## src/soc_dbg_pkg.sv

```systemverilog
// debug access path widths, register offsets, control bits, hart-info word, bridge states
`default_nettype none

package soc_dbg_pkg;

  // ****************************************
  // bus widths
  // ****************************************

  // byte address inside the debug window
  typedef logic [7:0]  dbg_addr_t;
  // register data word
  typedef logic [31:0] dbg_data_t;
  // one enable per data byte
  typedef logic [3:0]  dbg_be_t;

  // ****************************************
  // register map
  // ****************************************

  localparam dbg_addr_t DATA0_OFFS    = 8'h00;
  localparam dbg_addr_t DATA1_OFFS    = 8'h04;
  localparam dbg_addr_t CTRL_OFFS     = 8'h08;
  localparam dbg_addr_t HARTINFO_OFFS = 8'h0C;
  localparam dbg_addr_t EVENT_OFFS    = 8'h10;

  // control word bit positions
  localparam int CTRL_HALTREQ_BIT  = 0;
  localparam int CTRL_NDMRESET_BIT = 1;
  localparam int CTRL_DMACTIVE_BIT = 2;

  // ****************************************
  // hart info
  // ****************************************

  localparam logic [3:0]  HARTINFO_NSCRATCH   = 4'd2;
  localparam logic        HARTINFO_DATAACCESS = 1'b1;
  localparam logic [3:0]  HARTINFO_DATASIZE   = 4'd2;
  localparam logic [11:0] HARTINFO_DATAADDR   = 12'h380;

  // debug-spec layout, reserved fields are zero
  localparam dbg_data_t HARTINFO_VALUE = {
    8'h00,
    HARTINFO_NSCRATCH,
    3'b000,
    HARTINFO_DATAACCESS,
    HARTINFO_DATASIZE,
    HARTINFO_DATAADDR
  };

  // ****************************************
  // apb bridge states
  // ****************************************

  typedef enum logic {
    IDLE     = 1'b0,
    WAIT_RSP = 1'b1
  } bridge_state_e;

endpackage

`default_nettype wire

```

## src/soc_dbg_apb_bridge.sv

```systemverilog
// apb to single-cycle peripheral request bridge with response wait state
`timescale 1ns/1ps
`default_nettype none

module soc_dbg_apb_bridge (
  input  wire logic                  s_soc_clk,
  input  wire logic                  s_soc_rstn,

  // apb slave side
  input  wire soc_dbg_pkg::dbg_addr_t paddr_i,
  input  wire soc_dbg_pkg::dbg_data_t pwdata_i,
  input  wire logic                  pwrite_i,
  input  wire logic                  psel_i,
  input  wire logic                  penable_i,
  output soc_dbg_pkg::dbg_data_t     prdata_o,
  output logic                       pready_o,
  output logic                       pslverr_o,

  // peripheral master side
  output logic                       per_req_o,
  output logic                       per_we_o,
  output soc_dbg_pkg::dbg_addr_t     per_addr_o,
  output soc_dbg_pkg::dbg_data_t     per_wdata_o,
  output soc_dbg_pkg::dbg_be_t       per_be_o,
  input  wire logic                  per_r_valid_i,
  input  wire soc_dbg_pkg::dbg_data_t per_r_rdata_i
);

  soc_dbg_pkg::bridge_state_e state_q;
  soc_dbg_pkg::bridge_state_e state_d;

  // ****************************************
  // transfer FSM
  // ****************************************

  always_comb begin
    state_d   = state_q;
    per_req_o = 1'b0;
    pready_o  = 1'b0;
    case (state_q)
      soc_dbg_pkg::IDLE: begin
        // first access cycle, one request only
        if (psel_i && penable_i) begin
          per_req_o = 1'b1;
          state_d   = soc_dbg_pkg::WAIT_RSP;
        end
      end
      soc_dbg_pkg::WAIT_RSP: begin
        // bank answers one cycle after the request
        if (per_r_valid_i) begin
          pready_o = 1'b1;
          state_d  = soc_dbg_pkg::IDLE;
        end
      end
      default: begin
        state_d = soc_dbg_pkg::IDLE;
      end
    endcase
  end

  always_ff @(posedge s_soc_clk or negedge s_soc_rstn) begin
    if (!s_soc_rstn) begin
      state_q <= soc_dbg_pkg::IDLE;
    end else begin
      state_q <= state_d;
    end
  end

  // ****************************************
  // request payload and response
  // ****************************************

  // apb inputs are stable for the whole access phase
  assign per_we_o    = pwrite_i;
  assign per_addr_o  = paddr_i;
  assign per_wdata_o = pwdata_i;
  // no strobes on this apb, full word writes
  assign per_be_o    = '1;

  assign prdata_o  = per_r_rdata_i;
  // errors are never signalled
  assign pslverr_o = 1'b0;

endmodule

`default_nettype wire

```

## src/soc_dbg_regs.sv

```systemverilog
// debug register bank: scratch data, control, hart info, sticky event status
`timescale 1ns/1ps
`default_nettype none

module soc_dbg_regs (
  input  wire logic                   s_soc_clk,
  input  wire logic                   s_soc_rstn,

  // request, granted in the same cycle
  input  wire logic                   req_i,
  input  wire logic                   we_i,
  input  wire soc_dbg_pkg::dbg_addr_t addr_i,
  input  wire soc_dbg_pkg::dbg_data_t wdata_i,
  input  wire soc_dbg_pkg::dbg_be_t   be_i,

  // event from the receiver
  input  wire logic                   evt_pulse_i,

  // response, one cycle after req
  output logic                        r_valid_o,
  output soc_dbg_pkg::dbg_data_t      r_rdata_o,

  // debug control outputs
  output logic                        halt_req_o,
  output logic                        ndmreset_o,
  output logic                        dmactive_o
);

  soc_dbg_pkg::dbg_data_t data0_q;
  soc_dbg_pkg::dbg_data_t data1_q;
  logic [2:0]             ctrl_q;
  logic                   evt_q;

  logic                   wr_data0;
  logic                   wr_data1;
  logic                   wr_ctrl;
  logic                   evt_clr;
  soc_dbg_pkg::dbg_data_t rdata_mux;

  // ****************************************
  // write decode
  // ****************************************

  assign wr_data0 = req_i && we_i && (addr_i == soc_dbg_pkg::DATA0_OFFS);
  assign wr_data1 = req_i && we_i && (addr_i == soc_dbg_pkg::DATA1_OFFS);
  assign wr_ctrl  = req_i && we_i && (addr_i == soc_dbg_pkg::CTRL_OFFS);

  // write one to clear on bit 0
  assign evt_clr = req_i && we_i && (addr_i == soc_dbg_pkg::EVENT_OFFS)
                   && be_i[0] && wdata_i[0];

  // scratch words, byte enabled
  always_ff @(posedge s_soc_clk or negedge s_soc_rstn) begin
    if (!s_soc_rstn) begin
      data0_q <= '0;
      data1_q <= '0;
    end else begin
      for (int i = 0; i < 4; i++) begin
        if (wr_data0 && be_i[i]) begin
          data0_q[8*i +: 8] <= wdata_i[8*i +: 8];
        end
        if (wr_data1 && be_i[i]) begin
          data1_q[8*i +: 8] <= wdata_i[8*i +: 8];
        end
      end
    end
  end

  // control bits all live in byte 0
  always_ff @(posedge s_soc_clk or negedge s_soc_rstn) begin
    if (!s_soc_rstn) begin
      ctrl_q <= '0;
    end else if (wr_ctrl && be_i[0]) begin
      ctrl_q <= wdata_i[2:0];
    end
  end

  // sticky event, a new event beats a clear
  always_ff @(posedge s_soc_clk or negedge s_soc_rstn) begin
    if (!s_soc_rstn) begin
      evt_q <= 1'b0;
    end else if (evt_pulse_i) begin
      evt_q <= 1'b1;
    end else if (evt_clr) begin
      evt_q <= 1'b0;
    end
  end

  // ****************************************
  // read path
  // ****************************************

  always_comb begin
    case (addr_i)
      soc_dbg_pkg::DATA0_OFFS:    rdata_mux = data0_q;
      soc_dbg_pkg::DATA1_OFFS:    rdata_mux = data1_q;
      soc_dbg_pkg::CTRL_OFFS:     rdata_mux = {29'b0, ctrl_q};
      soc_dbg_pkg::HARTINFO_OFFS: rdata_mux = soc_dbg_pkg::HARTINFO_VALUE;
      soc_dbg_pkg::EVENT_OFFS:    rdata_mux = {31'b0, evt_q};
      // unmapped offsets
      default:                    rdata_mux = '0;
    endcase
  end

  // response registered together with its valid
  always_ff @(posedge s_soc_clk or negedge s_soc_rstn) begin
    if (!s_soc_rstn) begin
      r_valid_o <= 1'b0;
      r_rdata_o <= '0;
    end else begin
      r_valid_o <= req_i;
      if (req_i && !we_i) begin
        r_rdata_o <= rdata_mux;
      end
    end
  end

  assign halt_req_o = ctrl_q[soc_dbg_pkg::CTRL_HALTREQ_BIT];
  assign ndmreset_o = ctrl_q[soc_dbg_pkg::CTRL_NDMRESET_BIT];
  assign dmactive_o = ctrl_q[soc_dbg_pkg::CTRL_DMACTIVE_BIT];

endmodule

`default_nettype wire

```

## src/soc_dbg_evt_rx.sv

```systemverilog
// four-phase event receiver: level synchronizer, acknowledge and one-cycle event pulse
`timescale 1ns/1ps
`default_nettype none

module soc_dbg_evt_rx (
  input  wire logic s_soc_clk,
  input  wire logic s_soc_rstn,

  // level from the sending clock domain
  input  wire logic pf_evt_valid_i,
  output logic      pf_evt_ack_o,

  // one pulse per handshake
  output logic      evt_pulse_o
);

  logic sync0_q;
  logic sync1_q;
  logic last_q;
  logic pulse_q;

  // ****************************************
  // synchronizer and edge detect
  // ****************************************

  always_ff @(posedge s_soc_clk or negedge s_soc_rstn) begin
    if (!s_soc_rstn) begin
      sync0_q <= 1'b0;
      sync1_q <= 1'b0;
      last_q  <= 1'b0;
    end else begin
      sync0_q <= pf_evt_valid_i;
      sync1_q <= sync0_q;
      last_q  <= sync1_q;
    end
  end

  // registered so the pulse is glitch free
  always_ff @(posedge s_soc_clk or negedge s_soc_rstn) begin
    if (!s_soc_rstn) begin
      pulse_q <= 1'b0;
    end else begin
      pulse_q <= sync1_q && !last_q;
    end
  end

  // ack mirrors the synchronized level, sender drops valid on it
  assign pf_evt_ack_o = sync1_q;
  assign evt_pulse_o  = pulse_q;

endmodule

`default_nettype wire

```

## src/soc_dbg_top.sv

```systemverilog
// debug access top: apb bridge, register bank and event receiver
`timescale 1ns/1ps
`default_nettype none

module soc_dbg_top (
  input  wire logic                   s_soc_clk,
  input  wire logic                   s_soc_rstn,

  // apb debug bus
  input  wire soc_dbg_pkg::dbg_addr_t paddr_i,
  input  wire soc_dbg_pkg::dbg_data_t pwdata_i,
  input  wire logic                   pwrite_i,
  input  wire logic                   psel_i,
  input  wire logic                   penable_i,
  output soc_dbg_pkg::dbg_data_t      prdata_o,
  output logic                        pready_o,
  output logic                        pslverr_o,

  // event handshake
  input  wire logic                   pf_evt_valid_i,
  output logic                        pf_evt_ack_o,

  // debug control
  output logic                        halt_req_o,
  output logic                        ndmreset_o,
  output logic                        dmactive_o
);

  // bridge to bank
  logic                   s_per_req;
  logic                   s_per_we;
  soc_dbg_pkg::dbg_addr_t s_per_addr;
  soc_dbg_pkg::dbg_data_t s_per_wdata;
  soc_dbg_pkg::dbg_be_t   s_per_be;
  logic                   s_per_r_valid;
  soc_dbg_pkg::dbg_data_t s_per_r_rdata;
  logic                   s_evt_pulse;

  soc_dbg_apb_bridge i_bridge (
    .s_soc_clk     (s_soc_clk),
    .s_soc_rstn    (s_soc_rstn),
    .paddr_i       (paddr_i),
    .pwdata_i      (pwdata_i),
    .pwrite_i      (pwrite_i),
    .psel_i        (psel_i),
    .penable_i     (penable_i),
    .prdata_o      (prdata_o),
    .pready_o      (pready_o),
    .pslverr_o     (pslverr_o),
    .per_req_o     (s_per_req),
    .per_we_o      (s_per_we),
    .per_addr_o    (s_per_addr),
    .per_wdata_o   (s_per_wdata),
    .per_be_o      (s_per_be),
    .per_r_valid_i (s_per_r_valid),
    .per_r_rdata_i (s_per_r_rdata)
  );

  soc_dbg_regs i_regs (
    .s_soc_clk   (s_soc_clk),
    .s_soc_rstn  (s_soc_rstn),
    .req_i       (s_per_req),
    .we_i        (s_per_we),
    .addr_i      (s_per_addr),
    .wdata_i     (s_per_wdata),
    .be_i        (s_per_be),
    .evt_pulse_i (s_evt_pulse),
    .r_valid_o   (s_per_r_valid),
    .r_rdata_o   (s_per_r_rdata),
    .halt_req_o  (halt_req_o),
    .ndmreset_o  (ndmreset_o),
    .dmactive_o  (dmactive_o)
  );

  soc_dbg_evt_rx i_evt_rx (
    .s_soc_clk      (s_soc_clk),
    .s_soc_rstn     (s_soc_rstn),
    .pf_evt_valid_i (pf_evt_valid_i),
    .pf_evt_ack_o   (pf_evt_ack_o),
    .evt_pulse_o    (s_evt_pulse)
  );

endmodule

`default_nettype wire

```

## config.mk

```make
export PLATFORM = sky130hd
export DESIGN_NAME = soc_dbg_top
export DESIGN_NICKNAME = d
export VERILOG_FILES = /design/src/soc_dbg_pkg.sv /design/src/soc_dbg_apb_bridge.sv /design/src/soc_dbg_regs.sv /design/src/soc_dbg_evt_rx.sv /design/src/soc_dbg_top.sv
export SDC_FILE = /design/constraint.sdc
export NUM_CORES = 1
export LEC_CHECK = 0
export BUFFER_PORTS_ARGS = -buffer_cell sky130_fd_sc_hd__buf_4
export CAP_MARGIN = 30
export CORE_ASPECT_RATIO = 1.4
export CORE_MARGIN = 5
export CORE_UTILIZATION = 35
export DETAILED_ROUTE_END_ITERATION = 10
export PLACE_DENSITY = 0.52
export SKIP_LAST_GASP = 1
export SYNTH_ARGS = -nofsm -noshare
export SYNTH_HDL_FRONTEND = slang
export SYNTH_SLANG_ARGS = --single-unit
```

## constraint.sdc

```tcl
create_clock -name s_soc_clk -period 4.1 [get_ports s_soc_clk]
set_clock_uncertainty 0.15 [all_clocks]
set_input_delay 0.205 -clock s_soc_clk [delete_from_list [all_inputs] [get_ports s_soc_clk]]
set_output_delay 0.205 -clock s_soc_clk [all_outputs]
set_load 0.02 [all_outputs]
```

After elaboration in Yosys (flattened, before gate mapping)
Cells that the tools add are included.
{"block": "classes", "n_eq_ne": 4, "muxes": 9, "bitwise_logic": 1, "n_reduce_logical": 13}
{"op": "32-bit case mux with 5 select lines", "count": 1}
{"op": "8-bit by 4-bit == test with 1-bit output (second input constant)", "count": 2}
{"op": "1-bit logical AND", "count": 9}
{"op": "8-bit by 3-bit == test with 1-bit output (second input constant)", "count": 1}
{"op": "8-bit by 5-bit == test with 1-bit output (second input constant)", "count": 1}
{"op": "8-bit logical NOT", "count": 1}
{"op": "1-bit two-way mux", "count": 7}
{"op": "1-bit logical NOT", "count": 2}
{"op": "1-bit case mux with 2 select lines", "count": 1}
{"op": "2-bit nonzero test", "count": 1}
{"op": "1-bit NOT", "count": 1}
{"block": "totals", "regBits": 106}

Longest topological paths before layout
{"block": "depth", "word_depth": 8, "mapped_depth": 6}

Cells and area by module
A second synthesis with hierarchy kept.
{"block": "hier_totals", "cells_unflattened": 412, "area_unflattened_um2": 5223.8}
{"mod": "soc_dbg_regs", "instances": 1, "cells_each": 322, "area_each_um2": 4466.8, "seq_area_each_um2": 2527.4}
{"mod": "soc_dbg_apb_bridge", "instances": 1, "cells_each": 85, "area_each_um2": 643.1, "seq_area_each_um2": 25.0}
{"mod": "soc_dbg_evt_rx", "instances": 1, "cells_each": 5, "area_each_um2": 113.9, "seq_area_each_um2": 100.1}

Worst setup path after synthesis
No wires, ideal clock.
{"block": "synth_timing", "kind": "input-to-reg", "from": "in paddr_i[7]", "to": "reg i_regs.data1_q[21]", "t_arrival_ps": 2029, "slack_ps": 1797, "cell_stages": 6, "cell_sequence": "or3_1 > or4_4 > buf_6 > nor4_4 > buf_6 > mux2_2"}
{"block": "synth_via", "elab_chain_len": 2}
{"element": "from (decl)", "line": "soc_dbg_top.sv:10", "text": "input wire soc_dbg_pkg::dbg_addr_t paddr_i,"}
{"element": "8-bit by 3-bit == test with 1-bit output", "line": "soc_dbg_regs.sv:45", "text": "assign wr_data1 = req_i && we_i && (addr_i == soc_dbg_pkg::DATA1_OFFS);"}
{"element": "1-bit logical AND", "line": "soc_dbg_regs.sv:45"}
{"element": "to (signal, indexed assignment)", "line": "soc_dbg_regs.sv:63", "text": "data1_q[8*i +: 8] <= wdata_i[8*i +: 8];"}
{"element": "to (decl)", "line": "soc_dbg_regs.sv:30", "text": "soc_dbg_pkg::dbg_data_t data1_q;"}
No other way between the ends.
A chain may end at the register's enable or synchronous reset.

Worst setup path in the final report
{"block": "layout_timing", "from": "reg i_bridge.state_q", "to": "reg i_regs.r_rdata_o[15]"}
{"block": "layout_via", "elab_chain_len": 2}
{"element": "from (decl)", "line": "soc_dbg_apb_bridge.sv:29", "text": "soc_dbg_pkg::bridge_state_e state_q;"}
{"element": "from (signal assigned)", "line": "soc_dbg_apb_bridge.sv:63", "text": "state_q <= soc_dbg_pkg::IDLE;"}
{"element": "from (signal assigned)", "line": "soc_dbg_apb_bridge.sv:65", "text": "state_q <= state_d;"}
{"element": "1-bit two-way mux", "line": "soc_dbg_apb_bridge.sv:40", "text": "case (state_q)"}
{"element": "named net i_bridge.per_req_o", "line": "soc_dbg_apb_bridge.sv:20", "text": "output logic per_req_o,"}
{"element": "1-bit logical AND", "line": "soc_dbg_regs.sv:112", "text": "if (req_i && !we_i) begin"}
{"element": "to (signal assigned)", "line": "soc_dbg_regs.sv:113", "text": "r_rdata_o <= rdata_mux;"}
{"element": "to (decl)", "line": "soc_dbg_regs.sv:21", "text": "output soc_dbg_pkg::dbg_data_t r_rdata_o,"}
The timed path passes the listed nets, and every way through them passes these cells.

==> flow_summary.rst <==
.. list-table::
   :header-rows: 1

   * - Metric
     - Value
   * - Antenna Diode Count
     - 0
   * - Width of the die
     - approximately 100 um
   * - Max Freq
     - 376.9 MHz
   * - Run status
     - completed
   * - Overflow left after global routing
     - 0
   * - Die extent in y
     - 142.3 um
   * - First-pass GRT wire length
     - 16530 um
   * - Sinks on the clock net
     - 106
   * - Synth Instances
     - 326
   * - First-pass iteration count of the detailed router
     - 4
   * - Share of synthesized flip-flops with an asynchronous set or reset
     - between 90% and 100%
   * - Cell area after technology mapping
     - 0.004374 mm^2
   * - Pwr Total
     - roughly 2.3 mW
   * - Layout Area Growth over Synthesis
     - 33.09%
   * - Type of the setup path with the least slack
     - flip-flop to flip-flop
   * - Insertion delay to the later sink of the worst-skew pair
     - 0.34 ns
   * - Routed len/inst
     - 16.73 um
   * - Antenna Nets Post-Route
     - 0
   * - Final-report hold violation count
     - 0
   * - Fin crit share
     - roughly 65%
   * - Library cell used as clock root buffer
     - clkbuf_16
   * - Pwr Density
     - 390.5 mW/mm^2
   * - Final weighted congestion in routability-driven placement
     - 0.7062
   * - Net switching fraction of the power
     - a little over 20%
   * - Slew headroom
     - 38.77%
   * - Layout cell share with drive strength beyond 1
     - 38.06%
   * - Leading area contributor after synthesis
     - dfrtp_1
   * - Vias per std cell
     - around 5
   * - Initial antenna violation count
     - 0
   * - Critical path capture point type
     - flip-flop
   * - FILL cells
     - 1142
   * - Synthesized netlist net count
     - 372
   * - Overall global routing resource usage
     - around 14%
   * - Launching element type of the critical path
     - flip-flop
   * - Commonest non-fill, non-tap cell in the layout
     - dfrtp_1
   * - Cts repair resizes
     - 0
   * - Critical path's top delay family
     - simple AND/OR/NAND/NOR gates
   * - Worst voltage drop across the vdd grid
     - 0.0002230 V
   * - Final net count
     - approximately 490
   * - Sequential share of power
     - 47.1%
   * - Vias after detailed routing
     - 2933
   * - PnR worst setup slack
     - 1.447 ns
   * - Total wirelength of the detailed-routed design
     - 9940 um
   * - Count of maximum capacitance violations
     - 0
   * - Path class of the lowest-slack min-delay path
     - input pin to flip-flop
   * - Core Box Area
     - 0.01231 mm^2
   * - Die footprint
     - 0.01486 mm^2
   * - Count of H-tree levels built during CTS
     - 3
   * - Maximum number of pins on one net before global-route repair
     - 44
   * - Pre-CTS setup slack
     - 1.366 ns
   * - Cell types occupying the most area after synthesis
     - dfrtp_1 61%, mux2_2 16%, mux2i_1 5.9%
   * - Largest driver fanout on the critical path
     - 42
   * - Post-route non-filler standard cell count
     - 594
   * - Critical Path RT
     - 4.12 ns
   * - Maximum cell stage delay along the critical path
     - 0.79 ns
   * - CTS buffer count
     - 9
   * - Total of warnings raised by yosys
     - 0
   * - Setup repair bufs after CTS
     - 0
   * - Fraction of post-synthesis cell area in the top cell type by area
     - 60.64%
   * - Highest-count cells in the layout ignoring fill and taps
     - 106 x dfrtp_1, 86 x buf_4, 63 x mux2_2
   * - Multi-input combinational cell area
     - 0.001597 mm^2
   * - Number of rows in the core area
     - 48
   * - Critical path's slowest cell
     - or3_1
   * - Arrival time of the worst setup path
     - 2.67 ns
   * - Hold-fix buffer count after cts
     - 34
   * - Count of placed standard cells including taps
     - 544
   * - Critical path cell sequence
     - nand3b_1 -> inv_1 -> nand2_2 -> buf_4 -> or3_1 -> o21ai_0
   * - Number of global-route vias before repair
     - 3136
   * - Static Leak
     - slightly below 3 nW
   * - Switching power
     - 0.4589 mW
   * - Share of power burned in combinational logic
     - 7.2%
   * - Setup_tns
     - 0 ns
   * - Buffers on Ports
     - between 80 and 90
   * - Post-CTS clock slew at the launch and capture registers of the worst setup and hold paths
     - around 0.070 ns
   * - HPWL reported at the end of detailed placement
     - approximately 6400 um
   * - Post-route DRC
     - 0
   * - Post-synth cell types
     - 30
   * - Effective utilization at floorplan
     - roughly 36%
   * - Number of top-level pins
     - 84
   * - Final Hold Slack
     - between 0.02 and 0.025 ns
   * - Share of synthesized area occupied by flip-flops and latches
     - 60.64%
   * - Final-report max-slew violation count
     - 0
   * - Worst path bufs/invs
     - 2
   * - Slew at the pin closest to its max-slew limit
     - 0.9184 ns
   * - TritonCTS clock tree
     - yes
   * - Setup repair after global routing missed its margin
     - false
   * - Sequential cell area
     - ~0.0027 mm^2
   * - First DRT Iteration DRCs
     - 77
   * - Number of setup violations in the final report
     - 0
   * - Crit path time final
     - 2.653 ns
   * - Part of the power in the clock network
     - 45.8%
   * - Post-synth top flop
     - dfrtp_1
   * - Internal power contribution
     - approximately 1.8 mW
   * - Number of enable flip-flop cells after synthesis
     - 0
   * - Clock tree buffer depth
     - 2
   * - Count of state elements after synthesis
     - 106
   * - Post-Syn Area per Cell
     - 13.42 um^2
-- final timing paths --
check	start	to	slack [ns]	depth (start not counted)
max in group asynchronous	s_soc_rstn	i_regs.data0_q[2]	2.80	3
worst max-delay path	i_bridge.state_q	i_regs.r_rdata_o[15]	1.45	6
worst min-delay path	paddr_i[1]	i_regs.r_rdata_o[0]	0.02	4
min in group asynchronous	s_soc_rstn	i_regs.r_rdata_o[14]	0.27	2
worst min register to register	i_evt_rx.sync0_q	i_evt_rx.pf_evt_ack_o	0.21	0
worst max register to register	i_bridge.state_q	i_regs.r_rdata_o[15]	1.45	6
-- worst register-to-register path, cell delays in order (launching register included) --
cell and delay [ns]:
dfrtp_1 0.35, nand3b_1 0.31, inv_1 0.12, nand2_2 0.08, buf_4 0.43, or3_1 0.81
o21ai_0 0.23
-- synth_stat cells, types with 2 or more instances --
cell      instances
nor2_1            2
o31ai_1           9
nor3_1            2
mux2_2           63
a21oi_1           3
buf_6             4
buf_4             4
nor2b_1           9
inv_1             3
or3_1             3
mux2_1            4
o22ai_1           6
nand2_1          34
mux2i_1          26
o21ai_0          25
clkbuf_1         10
dfrtp_1         106
-- final cells by class --
cell class	instances	share of cell area [%]
sequential	106	45.56
multi-input combinational	198	27.42
timing repair buffer	121	17.28
inverter	3	0.1934
tap	150	3.224
clock inverter	5	2.149
clock buffer	11	4.169
-- metal layers --
layer | up-vias | routed length [um] | track usage [%]
li1 | 1374 | - | -
met5 | - | 0 | 0
met3 | 5 | 335 | 2.905
met1 | 1508 | 4287 | 17.44
met4 | 0 | 99 | 4.297
met2 | 46 | 5217 | 24.01
-- sequential cells by signal, summed over array words and instances, names as in the netlist --
name and cells:
i_evt_rx.last_q 1, i_regs.r_valid_o 1, i_bridge.state_q 1, i_evt_rx.sync0_q 1, i_evt_rx.pf_evt_ack_o 1, i_evt_rx.evt_pulse_o 1, i_regs.ctrl_q 3, i_regs.data1_q 32
i_regs.data0_q 32, i_regs.evt_q 1, i_regs.r_rdata_o 32
-- power by group through the flow --
stage / combinational [mW] / sequential (mW) / clock [mW]
after global routing: 0.181 / 1.07 / 1.12
after CTS: 0.167 / 1.07 / 1.08
after detailed placement: 0.140 / 1.09 / 0
after floorplan: 0.0536 / 1.09 / 0
final: 0.163 / 1.07 / 1.04
after global placement: 0.136 / 1.09 / 0
-- per-stage QoR --
step	instance area, um^2	util [%]
floorplan	4374	-
global placement	5094	41.37
detailed placement	5114	41.53
CTS	5822	47.29
global route	5822	47.29
finish	5822	47.29
-- cells by family (layout without fill, tap and decap cells) --
kind of cell,after synthesis,count (layout),synth area share [%]
AO/OA/AOI/OAI,45,45,6.007
buffers and inverters,22,140,2.918
flip-flops,106,106,60.64
multiplexers,93,93,23.20
other,1,1,0.08573
AND/OR/NAND/NOR,59,59,7.151
Power figures use the tool's default switching activity.
